File: src/design/trap_config.svh
`ifndef TRAP_CONFIG_SVH
`define TRAP_CONFIG_SVH

`define XLEN 32

// machine CSR addresses
`define CSR_MSTATUS 12'h300
`define CSR_MTVEC   12'h305
`define CSR_MEPC    12'h341
`define CSR_MCAUSE  12'h342
`define CSR_MTVAL   12'h343

`define CAUSE_ECALL      11 // ecall from M-mode
`define CAUSE_EBREAK     3
`define CAUSE_ILLEGAL    2
`define CAUSE_LOAD_FAULT 5

`define IRQ_EXT   11
`define IRQ_TIMER 7
`define IRQ_SOFT  3

`define MTVEC_RESET 32'h0000_0100 // direct mode entry
`endif

File: src/design/trap_pkg.sv
`default_nettype none
`include "trap_config.svh"

package trap_pkg;

    typedef logic [11:0] csr_addr_t;

    typedef enum logic [2:0] {
        IDLE = 3'd0,
        SWFI = 3'd1, // parked by wfi
        CMIE = 3'd2, // mpie <= mie, mie <= 0
        WRPC = 3'd3, // write mepc
        WMCA = 3'd4, // write mcause
        WTVA = 3'd5, // write mtval
        JVPC = 3'd6  // jump to mtvec
    } trap_state_e;

    typedef struct packed {
        logic [`XLEN-1:8] rsvd_hi;
        logic             mpie; // bit 7
        logic [6:4]       rsvd_mid;
        logic             mie;  // bit 3
        logic [2:0]       rsvd_lo;
    } mstatus_t;

    typedef union packed {
        logic [`XLEN-1:0] raw;
        mstatus_t         f;
    } csr_word_u;

endpackage

`default_nettype wire

File: src/design/csr_bus_if.sv
`timescale 1ns/10ps
`default_nettype none
`include "trap_config.svh"

interface csr_bus_if;

    trap_pkg::csr_addr_t addr;
    logic [`XLEN-1:0]    wdata;
    logic                we;
    logic [`XLEN-1:0]    rdata; // combinational read of addr

    modport trap_master (
        output addr,
        output wdata,
        output we,
        input  rdata
    );

    modport csr_slave (
        input  addr,
        input  wdata,
        input  we,
        output rdata
    );

endinterface

`default_nettype wire

File: src/design/machine_csr.sv
`timescale 1ns/10ps
`default_nettype none
`include "trap_config.svh"

module machine_csr (
    input  wire                 clk,
    input  wire                 rst_n,
    input  wire trap_pkg::csr_addr_t csr_addr_i,
    input  wire                 csr_we_i,
    input  wire [`XLEN-1:0]     csr_wdata_i,
    output logic [`XLEN-1:0]    csr_rdata_o,
    output logic                mie_o,
    csr_bus_if.csr_slave        bus
);

    trap_pkg::csr_word_u mstatus_q;
    trap_pkg::csr_word_u wr_word;
    trap_pkg::csr_word_u mstatus_wr;

    logic [`XLEN-1:0]    mepc_q;
    logic [`XLEN-1:0]    mcause_q;
    logic [`XLEN-1:0]    mtval_q;
    logic [`XLEN-1:0]    mtvec_q;

    logic                wr_en;
    trap_pkg::csr_addr_t wr_addr;
    logic [`XLEN-1:0]    wr_data;

    function automatic logic [`XLEN-1:0] read_csr(input trap_pkg::csr_addr_t addr);
        case (addr)
            `CSR_MSTATUS: read_csr = mstatus_q.raw;
            `CSR_MEPC:    read_csr = mepc_q;
            `CSR_MCAUSE:  read_csr = mcause_q;
            `CSR_MTVAL:   read_csr = mtval_q;
            `CSR_MTVEC:   read_csr = mtvec_q;
            default:      read_csr = '0; // unmapped
        endcase
    endfunction

    always_comb begin
        bus.rdata   = read_csr(bus.addr);
        csr_rdata_o = read_csr(csr_addr_i);
    end

    // sequencer write wins, core write is dropped that cycle
    always_comb begin
        wr_en   = bus.we | csr_we_i;
        wr_addr = bus.we ? bus.addr : csr_addr_i;
        wr_data = bus.we ? bus.wdata : csr_wdata_i;
    end

    always_comb begin
        wr_word.raw       = wr_data;
        mstatus_wr.raw    = '0;
        mstatus_wr.f.mie  = wr_word.f.mie; // only mie and mpie are kept
        mstatus_wr.f.mpie = wr_word.f.mpie;
    end

    always_ff @(posedge clk or negedge rst_n) begin
        if (!rst_n) begin
            mstatus_q.raw <= '0;
            mepc_q        <= '0;
            mcause_q      <= '0;
            mtval_q       <= '0;
            mtvec_q       <= `MTVEC_RESET;
        end else if (wr_en) begin
            case (wr_addr)
                `CSR_MSTATUS: mstatus_q <= mstatus_wr;
                `CSR_MEPC:    mepc_q    <= {wr_data[`XLEN-1:2], 2'b00};
                `CSR_MCAUSE:  mcause_q  <= wr_data;
                `CSR_MTVAL:   mtval_q   <= wr_data;
                `CSR_MTVEC:   mtvec_q   <= {wr_data[`XLEN-1:2], 2'b00}; // direct mode
                default: ;
            endcase
        end
    end

    assign mie_o = mstatus_q.f.mie;

    // the sequencer only ever targets the trap CSRs
    a_bus_mapped: assert property (@(posedge clk) disable iff (!rst_n)
        bus.we |-> bus.addr inside {`CSR_MSTATUS, `CSR_MEPC, `CSR_MCAUSE, `CSR_MTVAL})
        else $error("sequencer write to unmapped CSR %h", bus.addr);

endmodule

`default_nettype wire

File: src/design/trap_ctrl.sv
`timescale 1ns/10ps
`default_nettype none
`include "trap_config.svh"

module trap_ctrl (
    input  wire               clk,
    input  wire               rst_n,
    input  wire               ecall_i,
    input  wire               ebreak_i,
    input  wire               inst_err_i,
    input  wire               mem_err_i,
    input  wire               ext_irq_i,
    input  wire               timer_irq_i,
    input  wire               soft_irq_i,
    input  wire               mie_i,
    input  wire               wfi_i,
    input  wire [`XLEN-1:0]   pc_i,
    input  wire [`XLEN-1:0]   inst_i,
    input  wire [`XLEN-1:0]   mem_addr_i,
    input  wire [`XLEN-1:0]   pc_n_i,
    output logic [`XLEN-1:0]  pc_n_o,
    output logic              trap_jump_o,
    output logic              trap_in_o,
    output logic              ext_ack_o,
    output logic              timer_ack_o,
    output logic              soft_ack_o,
    csr_bus_if.trap_master    csr
);

    trap_pkg::trap_state_e state_q;
    trap_pkg::trap_state_e state_d;

    logic             exc_any;
    logic             irq_any;
    logic             trap_det;
    logic             ecall_r;
    logic             ebreak_r;
    logic             inst_err_r;
    logic             mem_err_r;
    logic             exc_r;
    logic             ext_r;
    logic             timer_r;
    logic             soft_r;
    logic [`XLEN-1:0] pc_r;
    logic [`XLEN-1:0] inst_r;
    logic [`XLEN-1:0] mem_addr_r;
    logic [`XLEN-1:0] cause_gen;
    logic [`XLEN-1:0] tval_gen;

    trap_pkg::csr_word_u mstatus_w;

    assign exc_any = ecall_i | ebreak_i | inst_err_i | mem_err_i; // not maskable
    assign irq_any = ext_irq_i | timer_irq_i | soft_irq_i;
    assign trap_det = ((state_q == trap_pkg::IDLE) || (state_q == trap_pkg::SWFI))
                      && (exc_any || (irq_any && mie_i));

    always_comb begin
        case (state_q)
            trap_pkg::IDLE: begin
                if (trap_det)
                    state_d = trap_pkg::CMIE;
                else if (wfi_i)
                    state_d = trap_pkg::SWFI;
                else
                    state_d = trap_pkg::IDLE;
            end
            trap_pkg::SWFI: begin
                if (trap_det)
                    state_d = trap_pkg::CMIE;
                else if (irq_any)
                    state_d = trap_pkg::IDLE; // masked irq wakes the core
                else
                    state_d = trap_pkg::SWFI;
            end
            trap_pkg::CMIE: state_d = trap_pkg::WRPC;
            trap_pkg::WRPC: state_d = trap_pkg::WMCA;
            trap_pkg::WMCA: state_d = trap_pkg::WTVA;
            trap_pkg::WTVA: state_d = trap_pkg::JVPC;
            default:        state_d = trap_pkg::IDLE;
        endcase
    end

    always_ff @(posedge clk or negedge rst_n) begin
        if (!rst_n) begin
            state_q    <= trap_pkg::IDLE;
            ecall_r    <= 1'b0;
            ebreak_r   <= 1'b0;
            inst_err_r <= 1'b0;
            mem_err_r  <= 1'b0;
            ext_r      <= 1'b0;
            timer_r    <= 1'b0;
            soft_r     <= 1'b0;
        end else begin
            state_q <= state_d;
            if (trap_det) begin // capture the event that was accepted
                ecall_r    <= ecall_i;
                ebreak_r   <= ebreak_i;
                inst_err_r <= inst_err_i;
                mem_err_r  <= mem_err_i;
                ext_r      <= ext_irq_i;
                timer_r    <= timer_irq_i;
                soft_r     <= soft_irq_i;
            end
        end
    end

    always_ff @(posedge clk) begin
        if (trap_det) begin
            pc_r       <= pc_i;
            inst_r     <= inst_i;
            mem_addr_r <= mem_addr_i;
        end
    end

    assign exc_r = ecall_r | ebreak_r | inst_err_r | mem_err_r;

    // cause and value, exceptions win over interrupts
    always_comb begin
        cause_gen = '0;
        tval_gen  = '0;
        if (exc_r) begin
            if (inst_err_r) begin
                cause_gen = `XLEN'(`CAUSE_ILLEGAL);
                tval_gen  = inst_r; // offending instruction
            end else if (mem_err_r) begin
                cause_gen = `XLEN'(`CAUSE_LOAD_FAULT);
                tval_gen  = mem_addr_r;
            end else if (ebreak_r) begin
                cause_gen = `XLEN'(`CAUSE_EBREAK);
            end else begin
                cause_gen = `XLEN'(`CAUSE_ECALL);
            end
        end else begin
            if (ext_r)
                cause_gen = `XLEN'(`IRQ_EXT);
            else if (timer_r)
                cause_gen = `XLEN'(`IRQ_TIMER);
            else
                cause_gen = `XLEN'(`IRQ_SOFT);
            cause_gen[`XLEN-1] = 1'b1; // interrupt flag
        end
    end

    always_comb begin
        mstatus_w.raw    = csr.rdata;
        mstatus_w.f.mpie = mstatus_w.f.mie;
        mstatus_w.f.mie  = 1'b0;
    end

    always_comb begin
        csr.addr    = `CSR_MSTATUS;
        csr.wdata   = '0;
        csr.we      = 1'b0;
        trap_jump_o = 1'b0;
        pc_n_o      = pc_n_i;
        case (state_q)
            trap_pkg::CMIE: begin
                csr.wdata = mstatus_w.raw;
                csr.we    = 1'b1;
            end
            trap_pkg::WRPC: begin
                csr.addr  = `CSR_MEPC;
                csr.wdata = pc_r;
                csr.we    = 1'b1;
            end
            trap_pkg::WMCA: begin
                csr.addr  = `CSR_MCAUSE;
                csr.wdata = cause_gen;
                csr.we    = 1'b1;
            end
            trap_pkg::WTVA: begin
                csr.addr  = `CSR_MTVAL;
                csr.wdata = tval_gen;
                csr.we    = 1'b1;
            end
            trap_pkg::JVPC: begin
                csr.addr    = `CSR_MTVEC;
                trap_jump_o = 1'b1;
                pc_n_o      = {csr.rdata[`XLEN-1:2], 2'b00}; // direct mode only
            end
            default: ;
        endcase
    end

    assign trap_in_o   = trap_det || (state_q != trap_pkg::IDLE);
    assign ext_ack_o   = (state_q == trap_pkg::JVPC) && !exc_r && ext_r;
    assign timer_ack_o = (state_q == trap_pkg::JVPC) && !exc_r && !ext_r && timer_r;
    assign soft_ack_o  = (state_q == trap_pkg::JVPC) && !exc_r && !ext_r && !timer_r
                         && soft_r;

    // jump follows the last CSR write and never overlaps one
    a_jump_after_write: assert property (@(posedge clk) disable iff (!rst_n)
        trap_jump_o |-> !csr.we && $past(csr.we))
        else $error("trap jump without a preceding mtval write");

    a_ack_onehot: assert property (@(posedge clk) disable iff (!rst_n)
        $onehot0({ext_ack_o, timer_ack_o, soft_ack_o}))
        else $error("more than one interrupt ack");

    a_state_legal: assert property (@(posedge clk) disable iff (!rst_n)
        state_q inside {trap_pkg::IDLE, trap_pkg::SWFI, trap_pkg::CMIE, trap_pkg::WRPC,
                        trap_pkg::WMCA, trap_pkg::WTVA, trap_pkg::JVPC})
        else $error("trap FSM in illegal state");

endmodule

`default_nettype wire

File: src/design/trap_unit_top.sv
`timescale 1ns/10ps
`default_nettype none
`include "trap_config.svh"

module trap_unit_top (
    input  wire               clk,
    input  wire               rst_n,
    input  wire               ecall_i,
    input  wire               ebreak_i,
    input  wire               inst_err_i,
    input  wire               mem_err_i,
    input  wire               ext_irq_i,
    input  wire               timer_irq_i,
    input  wire               soft_irq_i,
    input  wire               wfi_i,
    input  wire [`XLEN-1:0]   pc_i,
    input  wire [`XLEN-1:0]   inst_i,
    input  wire [`XLEN-1:0]   mem_addr_i,
    input  wire [`XLEN-1:0]   pc_n_i,
    output logic [`XLEN-1:0]  pc_n_o,
    output logic              trap_jump_o,
    output logic              trap_in_o,
    output logic              ext_ack_o,
    output logic              timer_ack_o,
    output logic              soft_ack_o,
    input  wire [11:0]        csr_addr_i,
    input  wire               csr_we_i,
    input  wire [`XLEN-1:0]   csr_wdata_i,
    output logic [`XLEN-1:0]  csr_rdata_o
);

    logic mie; // live mstatus.mie

    csr_bus_if csr_bus ();

    trap_ctrl u_trap_ctrl (
        .clk         (clk),
        .rst_n       (rst_n),
        .ecall_i     (ecall_i),
        .ebreak_i    (ebreak_i),
        .inst_err_i  (inst_err_i),
        .mem_err_i   (mem_err_i),
        .ext_irq_i   (ext_irq_i),
        .timer_irq_i (timer_irq_i),
        .soft_irq_i  (soft_irq_i),
        .mie_i       (mie),
        .wfi_i       (wfi_i),
        .pc_i        (pc_i),
        .inst_i      (inst_i),
        .mem_addr_i  (mem_addr_i),
        .pc_n_i      (pc_n_i),
        .pc_n_o      (pc_n_o),
        .trap_jump_o (trap_jump_o),
        .trap_in_o   (trap_in_o),
        .ext_ack_o   (ext_ack_o),
        .timer_ack_o (timer_ack_o),
        .soft_ack_o  (soft_ack_o),
        .csr         (csr_bus.trap_master)
    );

    machine_csr u_machine_csr (
        .clk         (clk),
        .rst_n       (rst_n),
        .csr_addr_i  (csr_addr_i),
        .csr_we_i    (csr_we_i),
        .csr_wdata_i (csr_wdata_i),
        .csr_rdata_o (csr_rdata_o),
        .mie_o       (mie),
        .bus         (csr_bus.csr_slave)
    );

endmodule

`default_nettype wire

File: config.mk
export PLATFORM = sky130hd
export DESIGN_NAME = trap_unit_top
export DESIGN_NICKNAME = d
export VERILOG_FILES = /design/src/design/trap_pkg.sv /design/src/design/csr_bus_if.sv /design/src/design/machine_csr.sv /design/src/design/trap_ctrl.sv /design/src/design/trap_unit_top.sv
export VERILOG_INCLUDE_DIRS = /design/src /design/src/design
export SDC_FILE = /design/constraint.sdc
export NUM_CORES = 1
export LEC_CHECK = 0
export ABC_CLOCK_PERIOD_IN_PS = 8050
export BUFFER_PORTS_ARGS = -buffer_cell sky130_fd_sc_hd__clkbuf_2
export CORE_MARGIN = 3
export CORE_UTILIZATION = 55
export CTS_BUF_LIST = sky130_fd_sc_hd__clkbuf_8
export DETAILED_ROUTE_END_ITERATION = 10
export GPL_TIMING_DRIVEN = 0
export HOLD_SLACK_MARGIN = 0.03
export PLACE_DENSITY = 0.81
export SYNTH_ARGS = -nofsm -noshare
export SYNTH_HDL_FRONTEND = slang
export SYNTH_SLANG_ARGS = --single-unit
File: constraint.sdc
create_clock -name clk -period 8.05 [get_ports clk]
set_input_delay 1.2075 -clock clk [delete_from_list [all_inputs] [get_ports clk]]
set_output_delay 1.2075 -clock clk [all_outputs]
set_load 0.005 [all_outputs]
== Yosys cells after proc, flatten, opt, wreduce, memory -nomap -nowiden ==
Index checks and enable logic that the tools add are counted.
Widths: inputs -> output; s select.

* Bits in registers: 232
* Input port bits: 183

* Equal/unequal tests: 21
* Muxes and demuxes: 23
* Bitwise gates (word level): 9
* Reduce and logical (&&, ||, !) cells: 22

{| class="wikitable"
|+ Operator list
! operator !! count
|-
| $pmux 32 s5 || 2
|-
| $mux 32 || 8
|-
| $pmux 32 s4 || 1
|-
| $eq 12x10->1 const B || 10
|-
| $eq 10x10->1 const B || 5
|-
| $mux 31 || 1
|-
| $pmux 7 s4 || 1
|-
| $pmux 3 s6 || 1
|-
| $mux 12 || 1
|-
| $reduce_and 2->1 || 5
|-
| $eq 3x3->1 const B || 3
|-
| $mux 3 || 3
|-
| $or 1x1->1 || 9
|-
| $logic_and 1x1->1 || 8
|-
| $eq 3x2->1 const B || 2
|-
| $mux 1 || 4
|-
| $mux 4 || 1
|-
| $reduce_or 4->1 || 1
|-
| $eq 3x1->1 const B || 1
|-
| $logic_not 1->1 || 3
|-
| $logic_not 3->1 || 1
|-
| $logic_or 1x1->1 || 3
|-
| $reduce_bool 3->1 || 1
|}

== Depth between registers and ports, before layout ==
* Word-level depth: 8
* Mapped depth: 8
* Mapped depth without buffers: 5

== By module ==
From an unflattened synthesis, not the netlist that was laid out.

* Cell total of the unflattened synthesis: 874
* Area total of the unflattened synthesis: 11,788.8 um^2

{| class="wikitable"
|+ By module, submodules not included
! module !! area each (um^2) !! cells each !! sequential area each (um^2) !! instances
|-
| machine_csr || 6,897.9 || 550 || 3,154.3 || 1
|-
| trap_ctrl || 4,890.9 || 324 || 3,133.0 || 1
|}

== Least setup slack after synthesis ==
No wires, ideal clock.

* Path kind: input to register
* Start: in timer_irq_i
* End: reg u_trap_ctrl.ebreak_r
* Path buffers: 0
* Data required time: 7.966 ns
* Library setup time: 0.084 ns
* Stages on the path: 4
* Arrival: 5.981 ns
* Path slack: 1.984 ns
* Cells stage by stage: nor3_1 o21a_1 nor3_2 mux2_2

* Longest elaborated chain between the ends: 5

{| class="wikitable"
|+ RTL lines
! item !! RTL line !! source
|-
| from (decl) || trap_unit_top.sv:13 || <nowiki>input wire timer_irq_i,</nowiki>
|-
| $or 1x1->1 (2 in a row) || trap_ctrl.sv:53 || <nowiki>assign irq_any = ext_irq_i | timer_irq_i | soft_irq_i;</nowiki>
|-
| $logic_and 1x1->1 || trap_ctrl.sv:55 || <nowiki>&& (exc_any || (irq_any && mie_i));</nowiki>
|-
| $logic_or 1x1->1 || trap_ctrl.sv:55 ||
|-
| $logic_and 1x1->1 || trap_ctrl.sv:55 ||
|-
| net u_trap_ctrl.trap_det || trap_ctrl.sv:35 || <nowiki>logic trap_det;</nowiki>
|-
| to (signal assigned) || trap_ctrl.sv:97 || <nowiki>ebreak_r <= ebreak_i;</nowiki>
|-
| to (decl) || trap_ctrl.sv:37 || <nowiki>logic ebreak_r;</nowiki>
|}

The timed path passes the listed nets, and every way through them passes these cells.
A chain may end at the register's enable or synchronous reset.

== Worst setup path in the final report ==
* Start: in csr_addr_i[1]
* End: out csr_rdata_o[10]

* Longest elaborated chain between the ends: 2
* Elaborated cells on any way between the ends: 6
* Those cells by class: eq/ne (5); mux (1)

{| class="wikitable"
|+ RTL lines
! item !! RTL line !! source
|-
| from (decl) || trap_unit_top.sv:26 || <nowiki>input wire [11:0] csr_addr_i,</nowiki>
|-
| $eq 12x10->1 || machine_csr.sv:30 || <nowiki>case (addr)</nowiki>
|-
| $pmux 32 s5 (*) || machine_csr.sv:30 ||
|-
| to (decl) || trap_unit_top.sv:29 || <nowiki>output logic [`XLEN-1:0] csr_rdata_o</nowiki>
|}

Mark *: on every way between the ends. The rest lies on a longest branch, timed or not.

==> metrics.txt <==
type of the most critical hold path=register to register; first-pass GRT wire length=45.7 mm; Worst VDD drop=0.000222 V; area share of the largest cell type after synthesis=0.313; Final Skew=0.0204 ns; Worst Path Max Fanout=10; Setup TNS=0 ns; Final min period=4.71 ns; critical path class=input pin to output port; IO Pins=252; dominant cell type by area after synthesis=dfrtp_1; layout cells sized above 1=0.382; Worst slew margin=0.433; DR vias=8219; DRC marker count from the first detailed-route iteration=714; Post-synth EDFFs=96; Synth Flop Type=dfrtp_1; Arr. time, crit path=3.51 ns; Post-CTS Setup Bufs=0; Nets=1311; vias per std cell=5.81; CP bufs+invs=4; period utilisation layout=0.586; slowest cell delay on critical path=0.68 ns; Clock Tree Root=clkbuf_8; die width=146 µm; Tightest Pin Transition=0.850 ns; Clock power frac=0.224; Starting Density=0.569; DP HPWL=21.6 mm; Mean Syn Cell Area=13.0 µm²; CTS Buf Count=38; total gr overflow=0; commonest non-fill, non-tap cell in the layout=clkbuf_2; DRC viols=0; Crit. End Element=output port; crit path launch type=input pin; Port Buffers=250; Placement Setup Slack=3.42 ns; Synth Net Count=1015; met2 usage=0.435; post-synthesis sequential area ratio=0.583; gr busiest metal=met2; Die Y=146 µm; Final GP Congestion=0.874; Post-Synthesis Cell Area=0.0108 mm²; synthesized flop and latch total=232; Crit-path slowest cell=clkbuf_1; Placed Area=0.0125 mm²; die footprint=0.0213 mm²; Psw=1.58 mW; post-route ant nets=0; # rows=50; DR WL/cell=20.4 µm; Syn-to-layout area delta=23.2%; DRT Pass-1 Iters=6; H-tree Lvls=2; CTS tree=built; Cell Int Power=2.92 mW; design area=0.0133 mm²; initial antenna violation count=0; worst setup margin=3.34 ns; post-layout util=0.701; Diodes inserted=0; pwr dens=338 mW/mm²; Reg power frac=0.410; max cap viols=0; Max Transition Viols Final=0; Data required, critical path=6.84 ns; largest net degree at the start of global routing=99; area of the core=0.0190 mm²; status=finished, final reports clean; Post-CTS Hold Fix Bufs=0; top cell family by delay on the critical path=buffers and inverters; unrepaired setup endpoints after global routing=false; GRT Util Overall=0.268; largest cells by area after synthesis=dfrtp_1 (31%), edfxtp_1 (27%), mux2_2 (9.9%), mux2_1 (3.7%), nand2_1 (3.6%); clk slew on worst S/H paths=0.06 ns; cells after synthesis=832; commonest non-fill, non-tap cells in the layout=clkbuf_2 (250), dfrtp_1 (135), nand2_1 (104); final setup fails=0; vias in the first global route=8363; Async SR Flop Fraction=0.586; filler cell count=1355; Comb power frac=0.365; met3 layer usage reported by global route=0.0670; Hold Violations, Final=0; Worst-Skew Late Latency=0.53 ns; final wirelength=28.9 mm; f_max=212 MHz; leakage power total=6.03 nW; met1 Use GR=0.355; Ys Warns=0; switching share of power=0.351; Resize count post-CTS=0; crit path cell chain=clkbuf_2, buf_1, clkbuf_1, mux2i_1, nor2_1, a221o_1, clkbuf_2; Clock Path Buffers=3; CTS sink count=232; cell mode on critical path=clkbuf_2; Distinct cells, synth=58
==> worst paths after layout <==
path | to | startpoint | slack (ns) | cells after the start
min | u_machine_csr.mcause_q[6]$_DFFE_PN0P_ | u_machine_csr.mcause_q[6]$_DFFE_PN0P_ | 0.48 | 1
max | csr_rdata_o[10] | csr_addr_i[1] | 3.34 | 7
min in group asynchronous | u_trap_ctrl.inst_err_r$_DFFE_PN0P_ | rst_n | 0.59 | 1
min reg2reg | u_machine_csr.mcause_q[6]$_DFFE_PN0P_ | u_machine_csr.mcause_q[6]$_DFFE_PN0P_ | 0.48 | 1
max in group asynchronous | u_machine_csr.mtvec_q[15]$_DFFE_PN0P_ | rst_n | 6.66 | 2
max reg2reg | u_machine_csr.mtval_q[26]$_DFFE_PN0P_ | u_trap_ctrl.state_q[1]$_DFF_PN0_ | 5.40 | 7
==> per-stage QoR <==
stage	hold WS (ns)	cells	power, mW
finish	0.484	1415	4.49
global route	0.501	1415	4.75
CTS	0.489	1415	4.49
detailed placement	0.476	1348	3.47
global placement	0.466	1342	3.35
floorplan	0.456	832	2.90
==> kinds of logic after synthesis <==
group	after synthesis	share of synthesized area
DFF	232	0.583
and+or+nand+nor	187	0.0815
AOI/OAI and AO/OA	174	0.132
muxes	166	0.169
buffers and inverters	73	0.0341
==> worst register-to-register path, cell delays in order (launching register included) <==
cell and delay, ns:
dfrtp_1 0.37, buf_2 0.17, nand2b_1 0.23, nor2_1 0.57, buf_2 0.36, a22oi_1 0.10, a21oi_1 0.52, mux2_2 0.28
==> state kept, by name, indices dropped and copies added (netlist names), 2 cells and up <==
signal and cells:
u_machine_csr.mcause_q 32, u_machine_csr.mtval_q 32, u_trap_ctrl.inst_r 32, u_trap_ctrl.mem_addr_r 32, u_trap_ctrl.pc_r 32, u_machine_csr.mepc_q 30, u_machine_csr.mtvec_q 30, u_trap_ctrl.state_q 3
u_machine_csr.mstatus_q 2
==> power groups by stage <==
stage	Combinational [mW]	Sequential, mW	Clock, mW
after floorplan	1.08	1.83	0
after global placement	1.48	1.87	0
after detailed placement	1.61	1.86	0
after CTS	1.62	1.84	1.02
after global routing	1.77	1.88	1.10
final	1.64	1.84	1.01
==> final cells by class <==
class,instances,area [µm²],share of cell area
inverters,7,26.3,0.00198
well taps,260,325,0.0245
flip-flops and latches,232,6290,0.473
clock buffers,47,647,0.0487
multi-input cells,527,4130,0.311
plain buffers,66,342,0.0257
repair buffers,256,1430,0.107
clock inverters,20,103,0.00772
==> routing by layer <==
layer / vias up / share of wire
met1: 3993 / 0.41
met3: 75 / 0.082
met2: 393 / 0.47
met5: - / 0
met4: 0 / 0.034
li1: 3758 / -
==> synthesized netlist by cell type (all sizes together) (2+ instances only) <==
cell type	n
a22oi	30
a221oi	28
clkbuf	29
buf	37
o22ai	2
a32oi	3
nand4	3
and4	2
a21oi	31
nor4b	4
a221o	30
mux2	130
nor2	36
nor2b	6
edfxtp	96
nor3	7
mux2i	36
o32ai	2
a31oi	2
nand2	104
o21ai	5
dfrtp	135
nand2b	5
inv	7
nand3	3
a22o	28
o211ai	3
nor4	5
and2	6
and3	2
Note: power is estimated with default switching activity, not from simulation.
